==> src/common/pe_cfg_pkg.sv <==
`default_nettype none

package pe_cfg_pkg;

    // --------------------------------------------------
    // datapath widths and depths
    // --------------------------------------------------
    localparam int IFMAP_W          = 8;
    localparam int FILTER_W         = 8;
    localparam int PSUM_W           = 20;  // accumulation wraps modulo 2^20
    localparam int IFMAP_ROWS       = 16;
    localparam int FILTER_ROWS      = 8;
    localparam int IFMAP_FIFO_DEPTH = 4;
    localparam int PSUM_FIFO_DEPTH  = 8;
    localparam int PTR_W            = 4;   // ifmap scratch pad address
    localparam int LEN_W            = 5;   // row length 1..16
    localparam int STRIDE_W         = 2;   // stride 1..3
    localparam int FSIZE_W          = 4;   // filter size 1..8
    localparam int TAP_W            = $clog2(FILTER_ROWS);
    localparam int IFQ_PTR_W        = $clog2(IFMAP_FIFO_DEPTH);
    localparam int PSQ_PTR_W        = $clog2(PSUM_FIFO_DEPTH);

    typedef struct packed {
        logic [STRIDE_W-1:0] stride;
        logic [FSIZE_W-1:0]  filter_size;
        logic [LEN_W-1:0]    row_len;
    } pe_cfg_t;

    typedef struct packed {
        logic valid;
        logic first_tap;  // load accumulator instead of add
        logic last_tap;   // push the sum to the psum fifo
    } mac_tag_t;

endpackage

`default_nettype wire
==> src/common/pe_ctrl_pkg.sv <==
`default_nettype none

package pe_ctrl_pkg;

    // cycles from the last put until its sum sits in the psum fifo
    localparam int DRAIN_LAT = 3;

    typedef enum logic [1:0] {
        IDLE,
        ISSUE,
        HOLD,   // psum fifo nearly full, wait at an output boundary
        DRAIN
    } pe_state_e;

    typedef struct packed {
        logic                          put;
        logic [pe_cfg_pkg::PTR_W-1:0]  window_base;
        logic [pe_cfg_pkg::TAP_W-1:0]  tap;
    } issue_cmd_t;

endpackage

`default_nettype wire

==> src/logic/pe_top.sv <==
`default_nettype none
`timescale 1ns/100ps

module pe_top (
    input  logic                             clk,
    input  logic                             rst_n,
    input  logic                             ld_cfg,
    input  pe_cfg_pkg::pe_cfg_t              cfg_in,
    input  logic                             filter_wen,
    input  logic [pe_cfg_pkg::FILTER_W-1:0]  filter_in,
    input  logic                             ifmap_wen,
    input  logic [pe_cfg_pkg::IFMAP_W-1:0]   ifmap_in,
    input  logic                             clear,
    input  logic                             start,
    input  logic                             psum_ren,
    output logic                             av_data,
    output logic                             av_filter,
    output logic                             busy,
    output logic                             done,
    output logic                             psum_valid,
    output logic [pe_cfg_pkg::PSUM_W-1:0]    psum_out
);
    import pe_cfg_pkg::*;
    import pe_ctrl_pkg::*;

    pe_cfg_t             cfg;
    issue_cmd_t          cmd;
    mac_tag_t            tag;
    logic [IFMAP_W-1:0]  ifmap_rd;
    logic [FILTER_W-1:0] filter_rd;
    logic                psum_afull;

    pe_controller u_ctrl (
        .clk, .rst_n, .clear, .ld_cfg, .cfg_in, .start, .psum_afull,
        .cfg, .cmd, .busy, .done
    );

    ifmap_path u_ifmap (
        .clk, .rst_n, .clear, .ifmap_wen, .ifmap_in, .cfg, .cmd,
        .ifmap_rd, .av_data
    );

    filter_path u_filter (
        .clk, .rst_n, .clear, .filter_wen, .filter_in, .cfg, .cmd,
        .filter_rd, .tag, .av_filter
    );

    mac_pipeline u_mac (
        .clk, .rst_n, .clear, .ifmap_rd, .filter_rd, .tag, .psum_ren,
        .psum_out, .psum_valid, .psum_afull
    );

endmodule

`default_nettype wire

==> src/logic/mac_pipeline.sv <==
`default_nettype none
`timescale 1ns/100ps

module mac_pipeline (
    input  logic                             clk,
    input  logic                             rst_n,
    input  logic                             clear,
    input  logic [pe_cfg_pkg::IFMAP_W-1:0]   ifmap_rd,
    input  logic [pe_cfg_pkg::FILTER_W-1:0]  filter_rd,
    input  pe_cfg_pkg::mac_tag_t             tag,
    input  logic                             psum_ren,
    output logic [pe_cfg_pkg::PSUM_W-1:0]    psum_out,
    output logic                             psum_valid,
    output logic                             psum_afull
);
    import pe_cfg_pkg::*;

    logic [IFMAP_W+FILTER_W-1:0] prod_q;
    mac_tag_t                    s1_tag;
    logic [PSUM_W-1:0]           acc;
    logic [PSUM_W-1:0]           sum;
    logic [PSUM_W-1:0]           psum_mem [PSUM_FIFO_DEPTH];
    logic [PSQ_PTR_W-1:0]        wr_ptr;
    logic [PSQ_PTR_W-1:0]        rd_ptr;
    logic [PSQ_PTR_W:0]          psum_cnt;
    logic [1:0]                  in_flight;
    logic [PSQ_PTR_W+1:0]        committed;
    logic                        psum_wr;
    logic                        psum_push;
    logic                        psum_rd;
    logic                        psum_full;

    // --------------------------------------------------
    // stage one, multiply
    // --------------------------------------------------
    always_ff @(posedge clk) begin
        prod_q <= ifmap_rd * filter_rd;
    end

    always_ff @(posedge clk) begin
        if (!rst_n || clear)
            s1_tag <= '0;
        else
            s1_tag <= tag;
    end

    // --------------------------------------------------
    // stage two, accumulate and push
    // --------------------------------------------------
    assign sum = s1_tag.first_tap ? PSUM_W'(prod_q) : acc + PSUM_W'(prod_q);

    always_ff @(posedge clk) begin
        if (s1_tag.valid)
            acc <= sum;
    end

    assign psum_wr    = s1_tag.valid && s1_tag.last_tap;
    assign psum_full  = psum_cnt == (PSQ_PTR_W+1)'(PSUM_FIFO_DEPTH);
    assign psum_push  = psum_wr && !psum_full;
    assign psum_valid = psum_cnt != '0;
    assign psum_rd    = psum_ren && psum_valid;
    assign psum_out   = psum_mem[rd_ptr];  // show-ahead

    always_ff @(posedge clk) begin
        if (!rst_n || clear) begin
            wr_ptr   <= '0;
            rd_ptr   <= '0;
            psum_cnt <= '0;
        end else begin
            if (psum_push)
                wr_ptr <= wr_ptr + 1'b1;
            if (psum_rd)
                rd_ptr <= rd_ptr + 1'b1;
            psum_cnt <= psum_cnt + (PSQ_PTR_W+1)'(psum_push) - (PSQ_PTR_W+1)'(psum_rd);
        end
    end

    always_ff @(posedge clk) begin
        if (psum_push)
            psum_mem[wr_ptr] <= sum;
    end

    // sums still on their way count as taken slots
    assign in_flight  = 2'(tag.valid && tag.last_tap) + 2'(s1_tag.valid && s1_tag.last_tap);
    assign committed  = (PSQ_PTR_W+2)'(psum_cnt) + (PSQ_PTR_W+2)'(in_flight);
    assign psum_afull = committed >= (PSQ_PTR_W+2)'(PSUM_FIFO_DEPTH - 1);

    a_psum_underflow: assert property (@(posedge clk) disable iff (!rst_n)
        psum_ren |-> psum_valid);

    // the controller's hold at output boundaries must keep a slot free
    a_psum_overflow: assert property (@(posedge clk) disable iff (!rst_n)
        psum_wr |-> !psum_full);

endmodule

`default_nettype wire

==> src/logic/pe_controller.sv <==
`default_nettype none
`timescale 1ns/100ps

module pe_controller (
    input  logic                     clk,
    input  logic                     rst_n,
    input  logic                     clear,
    input  logic                     ld_cfg,
    input  pe_cfg_pkg::pe_cfg_t      cfg_in,
    input  logic                     start,
    input  logic                     psum_afull,
    output pe_cfg_pkg::pe_cfg_t      cfg,
    output pe_ctrl_pkg::issue_cmd_t  cmd,
    output logic                     busy,
    output logic                     done
);
    import pe_cfg_pkg::*;
    import pe_ctrl_pkg::*;

    pe_state_e        state;
    logic [PTR_W-1:0] base;
    logic [TAP_W-1:0] tap;
    logic [1:0]       drain_cnt;
    logic             last_tap;
    logic             last_window;
    logic [LEN_W:0]   next_end;

    assign last_tap    = FSIZE_W'(tap) == (cfg.filter_size - FSIZE_W'(1));
    assign next_end    = (LEN_W+1)'(base) + (LEN_W+1)'(cfg.stride) + (LEN_W+1)'(cfg.filter_size);
    assign last_window = next_end > (LEN_W+1)'(cfg.row_len);  // next window would run off the row
    assign cmd         = '{put: state == ISSUE, window_base: base, tap: tap};
    assign busy        = state != IDLE;

    always_ff @(posedge clk) begin
        if (!rst_n)
            cfg <= '0;
        else if (ld_cfg)
            cfg <= cfg_in;
    end

    // --------------------------------------------------
    // issue fsm, one tap per cycle
    // --------------------------------------------------
    always_ff @(posedge clk) begin
        if (!rst_n || clear) begin
            state     <= IDLE;
            base      <= '0;
            tap       <= '0;
            drain_cnt <= '0;
            done      <= 1'b0;
        end else begin
            done <= 1'b0;
            case (state)
                IDLE: begin
                    if (start) begin
                        base  <= '0;
                        tap   <= '0;
                        state <= psum_afull ? HOLD : ISSUE;
                    end
                end
                ISSUE: begin
                    if (!last_tap) begin
                        tap <= tap + 1'b1;
                    end else begin
                        tap <= '0;
                        if (last_window) begin
                            state     <= DRAIN;
                            drain_cnt <= '0;
                        end else begin
                            base <= base + PTR_W'(cfg.stride);
                            if (psum_afull)
                                state <= HOLD;  // only checked between outputs
                        end
                    end
                end
                HOLD: begin
                    if (!psum_afull)
                        state <= ISSUE;
                end
                DRAIN: begin
                    drain_cnt <= drain_cnt + 1'b1;
                    if (drain_cnt == 2'(DRAIN_LAT - 1)) begin
                        state <= IDLE;
                        done  <= 1'b1;  // last sum is in the fifo by now
                    end
                end
                default: state <= IDLE;
            endcase
        end
    end

    a_start_idle: assert property (@(posedge clk) disable iff (!rst_n)
        start |-> !busy);

endmodule

`default_nettype wire

==> src/filter_path/filter_path.sv <==
`default_nettype none
`timescale 1ns/100ps

module filter_path (
    input  logic                             clk,
    input  logic                             rst_n,
    input  logic                             clear,
    input  logic                             filter_wen,
    input  logic [pe_cfg_pkg::FILTER_W-1:0]  filter_in,
    input  pe_cfg_pkg::pe_cfg_t              cfg,
    input  pe_ctrl_pkg::issue_cmd_t          cmd,
    output logic [pe_cfg_pkg::FILTER_W-1:0]  filter_rd,
    output pe_cfg_pkg::mac_tag_t             tag,
    output logic                             av_filter
);
    import pe_cfg_pkg::*;

    logic [FILTER_W-1:0] spad [FILTER_ROWS];
    logic [FSIZE_W-1:0]  wr_cnt;
    logic                wr_ok;
    logic                at_last;

    assign wr_ok     = filter_wen && (wr_cnt < FSIZE_W'(FILTER_ROWS));
    assign at_last   = FSIZE_W'(cmd.tap) == (cfg.filter_size - FSIZE_W'(1));
    assign av_filter = (wr_cnt != '0) && (wr_cnt == cfg.filter_size);

    always_ff @(posedge clk) begin
        if (!rst_n || clear)
            wr_cnt <= '0;
        else if (wr_ok)
            wr_cnt <= wr_cnt + 1'b1;
    end

    always_ff @(posedge clk) begin
        if (wr_ok)
            spad[wr_cnt[TAP_W-1:0]] <= filter_in;
        if (cmd.put)
            filter_rd <= spad[cmd.tap];
    end

    // tag follows the read by one cycle, same as the pad data
    always_ff @(posedge clk) begin
        if (!rst_n || clear) begin
            tag <= '0;
        end else begin
            tag <= '{valid:     cmd.put,
                     first_tap: cmd.tap == '0,
                     last_tap:  at_last};
        end
    end

    a_filter_room: assert property (@(posedge clk) disable iff (!rst_n)
        filter_wen |-> (wr_cnt < FSIZE_W'(FILTER_ROWS)));

endmodule

`default_nettype wire

==> src/ifmap_path/ifmap_path.sv <==
`default_nettype none
`timescale 1ns/100ps

module ifmap_path (
    input  logic                            clk,
    input  logic                            rst_n,
    input  logic                            clear,
    input  logic                            ifmap_wen,
    input  logic [pe_cfg_pkg::IFMAP_W-1:0]  ifmap_in,
    input  pe_cfg_pkg::pe_cfg_t             cfg,
    input  pe_ctrl_pkg::issue_cmd_t         cmd,
    output logic [pe_cfg_pkg::IFMAP_W-1:0]  ifmap_rd,
    output logic                            av_data
);
    import pe_cfg_pkg::*;

    logic [IFMAP_W-1:0]   fifo_mem [IFMAP_FIFO_DEPTH];
    logic [IFQ_PTR_W-1:0] wr_ptr;
    logic [IFQ_PTR_W-1:0] rd_ptr;
    logic [IFQ_PTR_W:0]   fifo_cnt;
    logic [IFMAP_W-1:0]   spad [IFMAP_ROWS];
    logic [LEN_W-1:0]     fill;
    logic                 fifo_full;
    logic                 push;
    logic                 move;
    logic [PTR_W-1:0]     rd_addr;

    assign fifo_full = fifo_cnt == (IFQ_PTR_W+1)'(IFMAP_FIFO_DEPTH);
    assign push      = ifmap_wen && !fifo_full;
    assign move      = (fifo_cnt != '0) && (fill < LEN_W'(IFMAP_ROWS));  // fifo drains on its own
    assign rd_addr   = cmd.window_base + PTR_W'(cmd.tap);
    assign av_data   = (fill != '0) && (fill == cfg.row_len);

    // --------------------------------------------------
    // input fifo and fill counter
    // --------------------------------------------------
    always_ff @(posedge clk) begin
        if (!rst_n || clear) begin
            wr_ptr   <= '0;
            rd_ptr   <= '0;
            fifo_cnt <= '0;
            fill     <= '0;
        end else begin
            if (push)
                wr_ptr <= wr_ptr + 1'b1;
            if (move) begin
                rd_ptr <= rd_ptr + 1'b1;
                fill   <= fill + 1'b1;
            end
            fifo_cnt <= fifo_cnt + (IFQ_PTR_W+1)'(push) - (IFQ_PTR_W+1)'(move);
        end
    end

    always_ff @(posedge clk) begin
        if (push)
            fifo_mem[wr_ptr] <= ifmap_in;
        if (move)
            spad[fill[PTR_W-1:0]] <= fifo_mem[rd_ptr];
        if (cmd.put)
            ifmap_rd <= spad[rd_addr];  // registered read, lines up with filter_rd
    end

    a_no_overrun: assert property (@(posedge clk) disable iff (!rst_n)
        ifmap_wen |-> !fifo_full);

    // the controller only walks windows that the host has already loaded
    a_window_loaded: assert property (@(posedge clk) disable iff (!rst_n)
        cmd.put |-> (LEN_W'(rd_addr) < fill));

endmodule

`default_nettype wire

==> config.mk <==
export PLATFORM = sky130hd
export DESIGN_NAME = pe_top
export DESIGN_NICKNAME = d
export VERILOG_FILES = /design/src/common/pe_cfg_pkg.sv /design/src/common/pe_ctrl_pkg.sv /design/src/logic/pe_top.sv /design/src/logic/mac_pipeline.sv /design/src/logic/pe_controller.sv /design/src/filter_path/filter_path.sv /design/src/ifmap_path/ifmap_path.sv
export SDC_FILE = /design/constraint.sdc
export NUM_CORES = 1
export LEC_CHECK = 0
export ABC_AREA = 0
export BUFFER_PORTS_ARGS = -buffer_cell sky130_fd_sc_hd__buf_2
export CORE_ASPECT_RATIO = 0.8
export CORE_MARGIN = 2
export CORE_UTILIZATION = 30
export CTS_BUF_LIST = sky130_fd_sc_hd__clkbuf_16
export CTS_CLUSTER_DIAMETER = 100
export DETAILED_ROUTE_END_ITERATION = 16
export PLACE_DENSITY_LB_ADDON = 0.25
export SYNTH_ARGS = -nofsm -noshare
export SYNTH_HDL_FRONTEND = slang
export SYNTH_HIERARCHICAL = 1
export SYNTH_SLANG_ARGS = --single-unit
==> constraint.sdc <==
create_clock -name clk -period 5.2 [get_ports clk]
set_clock_uncertainty 0.1 [all_clocks]
set_input_delay 1.04 -clock clk [delete_from_list [all_inputs] [get_ports clk]]
set_output_delay 1.04 -clock clk [all_outputs]
set_load 0.005 [all_outputs]
==> impl_metrics.csv <==
group,metric,value,unit
sta,slew_headroom,22.2,%
worst_setup_path,worstReg2RegStart,"u_ifmap/ifmap_rd[4]",
placed_design,io_buffers,59,
yosys,synth_nets,1627,
worst_setup_path,crit_path_end_kind,"flip-flop",
pwr,p_leak,9.22,nW
yosys,synth.most_common_cell,"edfxtp_1",
worst_setup_path,crit_chain,"and2_1 > fa_1 > fa_1 > fa_1 > inv_1 > fa_1 > inv_1 > ha_1 > or3_1 > a311o_1 > a31o_2 > a21oi_1 > xnor2_1",
pwr,p_seq_share,43.6,%
drt,vias,11900,
sta,min_period,4550,ps
layout,diodes,0,
placed_design,hpwl,30100,um
die,num_rows,90,
global_route,overflow,0,
min_path,hp-class,"flip-flop to flip-flop",
global_route,antenna_found_initial,2,
status,outcome,"finished, final reports clean",
layout,final_net_count,1715,
drt,via_per_inst,4.60,
yosys,synth_common_cells,"edfxtp_1, ha_1, inv_1",
pwr,switching_share,29.8,%
layout,drive_gt1_share,17.9,%
drt,post-route-drc-count,0,
layout,finalCoreUtilization,34.5,%
worst_setup_path,critical_path_arrival,4980,ps
placed_design,place_congestion,0.787,
drt,totalWireLength,45900,um
sta,tightest_slew,1160,ps
layout,fillers,7249,
worst_setup_path,slowest_stage,"fa_1",
yosys,ys_seq_elements,496,
clock_network,cts_resized,0,
yosys,ys_types,68,
layout,area_growth,14.0,%
clock_network,root_buffer,"clkbuf_16",
yosys,yosys_most_used_dff,"edfxtp_1",
clock_network,clock_latency,620,ps
pwr,switchingPower,3.49,mW
drt,drt_pass1_iterations,5,
drt,postRouteAntennaNets,0,
worst_setup_path,crit_path_max_incr_delay,580,ps
yosys,yosys.area.top_type,"edfxtp_1",
die,ios,60,
sta,max_freq,220,MHz
drt,wl_per_cell,17.7,um
die,start_util,30.3,%
worst_setup_path,r2r_cells,13,
sta,tns,0,ps
global_route,grt_max_degree,37,
worst_setup_path,critPathCapture,"u_mac/prod_q[13]",
global_route,grt_use_total,11.8,%
yosys,yosysSeqAreaShare,61.8,%
yosys,synth_warnings,6,
die,die_x,313,um
sta,finalHoldViolCount,0,
yosys,syn-cell-area,22900,um2
flow_run,maxCapViolCount,0,
global_route,grt_pass1_vias,12400,
clock_network,cts_sinks,496,
die,core,75400,um2
pwr,max-vdd-ir-drop,264,uV
worst_setup_path,cp-startpoint,"u_ifmap/ifmap_rd[4]",
pwr,combPwrFrac,26.1,%
worst_setup_path,reg2reg_slack,650,ps
yosys,syn_inst,1453,
worst_setup_path,crit_cells,13,
clock_network,cts_max_path_buffers,3,
worst_setup_path,critPathKind,"flip-flop to flip-flop",
worst_setup_path,path_buf_inv,2,
global_route,grt_pass1_wl,71800,um
sta,worst_hold_slack,338,ps
sta,setup_viol,0,
sta,fin_crit_sh,87.4,%
worst_setup_path,crit_path_start_kind,"flip-flop",
layout,design_area,26100,um2
pwr,pwr-share-clk,30.3,%
sta,rsz0062_at_grt,"false",
yosys,ys_top_cells_by_area,"edfxtp_1, dfxtp_1, mux4_2",
placed_design,placed_area,24400,um2
sta,drv_slew,0,
worst_setup_path,cp_common_cell,"fa_1",
clock_network,h-tree-depth,2,
yosys,synth_edf_count,420,
worst_setup_path,r2r_end,"u_mac/prod_q[13]",
clock_network,cts_hold_buf,0,
pwr,internal-power,8.21,mW
die,die_h,251,um
worst_setup_path,cp.required,5630,ps
worst_setup_path,crit_path_max_fanout,8,
worst_setup_path,crit_family,"adder cells",
clock_network,cts_tree,"done",
yosys,synth-async-reset-ratio,0,%
die,dieArea,78400,um2
pwr,cellPowerDensity,449,nW/um2
clock_network,cts_buffers,52,
yosys,synth_top_area_share,55.2,%
clock_network,clkSlewWorstSetupHoldPaths,60,ps
clock_network,post_cts_buffers,0,
yosys,avgSynthCellArea,15.7,um2
drt,first_iter_violations,609,
==> state kept, by name, summed over array words and instances, names as in the netlist, 4 cells and up, named ones only <==
| signal | cells |
|---|---|
| u_ctrl/base | 4 |
| u_ctrl/cfg | 11 |
| u_filter/filter_rd | 8 |
| u_filter/spad | 64 |
| u_filter/wr_cnt | 4 |
| u_ifmap/fifo_mem | 32 |
| u_ifmap/fill | 5 |
| u_ifmap/ifmap_rd | 8 |
| u_ifmap/spad | 128 |
| u_mac/acc | 20 |
| u_mac/prod_q | 16 |
| u_mac/psum_cnt | 4 |
| u_mac/psum_mem | 160 |
==> layer usage <==
layer  global-route usage, %  routed length (um)  vias up
li1                        -                   -     5669
met1                    16.6               22400     6010
met2                    18.5               20700      194
met3                    2.33                2050       55
met4                    3.02                 681        4
met5                       0                  21        -
==> metrics by stage <==
stage / cells / total power, mW / worst slack (ps)
global route: 2594 / 12.4 / 416
detailed placement: 2499 / 8.24 / 668
floorplan: 1453 / 7.42 / 907
finish: 2594 / 11.7 / 654
global placement: 2499 / 8.18 / 718
CTS: 2594 / 11.9 / 644
==> cell type report <==
| cell class | instances | area, um2 | area share, % |
|---|---|---|---|
| sequential | 496 | 14100 | 54.2 |
| clock inverter | 43 | 349 | 1.34 |
| timing repair buffer | 85 | 503 | 1.93 |
| tap | 1012 | 1270 | 4.86 |
| inverter | 93 | 349 | 1.34 |
| multi-input combinational | 813 | 8160 | 31.3 |
| clock buffer | 52 | 1300 | 4.99 |
==> cell families after synthesis <==
| logic type | Yosys count | share of synthesized area (%) |
|---|---|---|
| AO/OA/AOI/OAI | 151 | 4.72 |
| XOR/XNOR | 57 | 2.25 |
| flip-flops | 496 | 61.8 |
| AND/OR/NAND/NOR | 322 | 7.06 |
| buffers and inverters | 144 | 2.73 |
| adder cells (fa/ha/maj) | 139 | 9.09 |
| multiplexers | 144 | 12.3 |
==> cell usage in the layout, fill, tap and decap left out, types with 5 or more instances in the layout <==
| cell type | n |
|---|---|
| mux4_2 | 67 |
| a21o_1 | 19 |
| o21a_1 | 6 |
| o21ai_1 | 5 |
| a31oi_1 | 5 |
| buf_4 | 25 |
| clkinv_2 | 9 |
| fa_1 | 44 |
| mux2i_1 | 17 |
| inv_1 | 106 |
| ha_1 | 94 |
| edfxtp_1 | 420 |
| xnor2_1 | 30 |
| clkinv_1 | 11 |
| xor2_1 | 25 |
| a211o_1 | 8 |
| nand2b_1 | 13 |
| buf_2 | 59 |
| o211ai_1 | 18 |
| and3_1 | 7 |
| o21ai_0 | 19 |
| nor3_1 | 17 |
| nor2_1 | 66 |
| clkbuf_16 | 52 |
| mux2_4 | 8 |
| nand2_1 | 80 |
| nand3_1 | 21 |
| mux4_1 | 29 |
| nor2b_1 | 21 |
| and2_1 | 64 |
| mux2_2 | 23 |
| a21oi_1 | 31 |
| dfxtp_1 | 74 |
==> power groups by stage <==
stage                     Sequential (mW)  Combinational, mW  Clock, mW
after CTS                            5.10               3.09       3.67
final                                5.10               3.06       3.55
after global routing                 5.13               3.50       3.82
after detailed placement             5.18               3.06          0
after global placement               5.17               3.01          0
after floorplan                      5.10               2.32          0
==> how the worst min path moves through the flow <==
stage                         start               to  slack, ps  depth (start not counted)
finish              u_filter/tag[1]  u_mac/s1_tag[1]        340                          1
global route        u_filter/tag[0]  u_mac/s1_tag[0]        370                          1
detailed placement  u_filter/tag[2]  u_mac/s1_tag[2]        340                          1
floorplan           u_filter/tag[1]  u_mac/s1_tag[1]        310                          1
global placement    u_filter/tag[2]  u_mac/s1_tag[2]        330                          1
CTS                 u_filter/tag[1]  u_mac/s1_tag[1]        340                          1
Note: power is estimated with default switching activity, not from simulation.
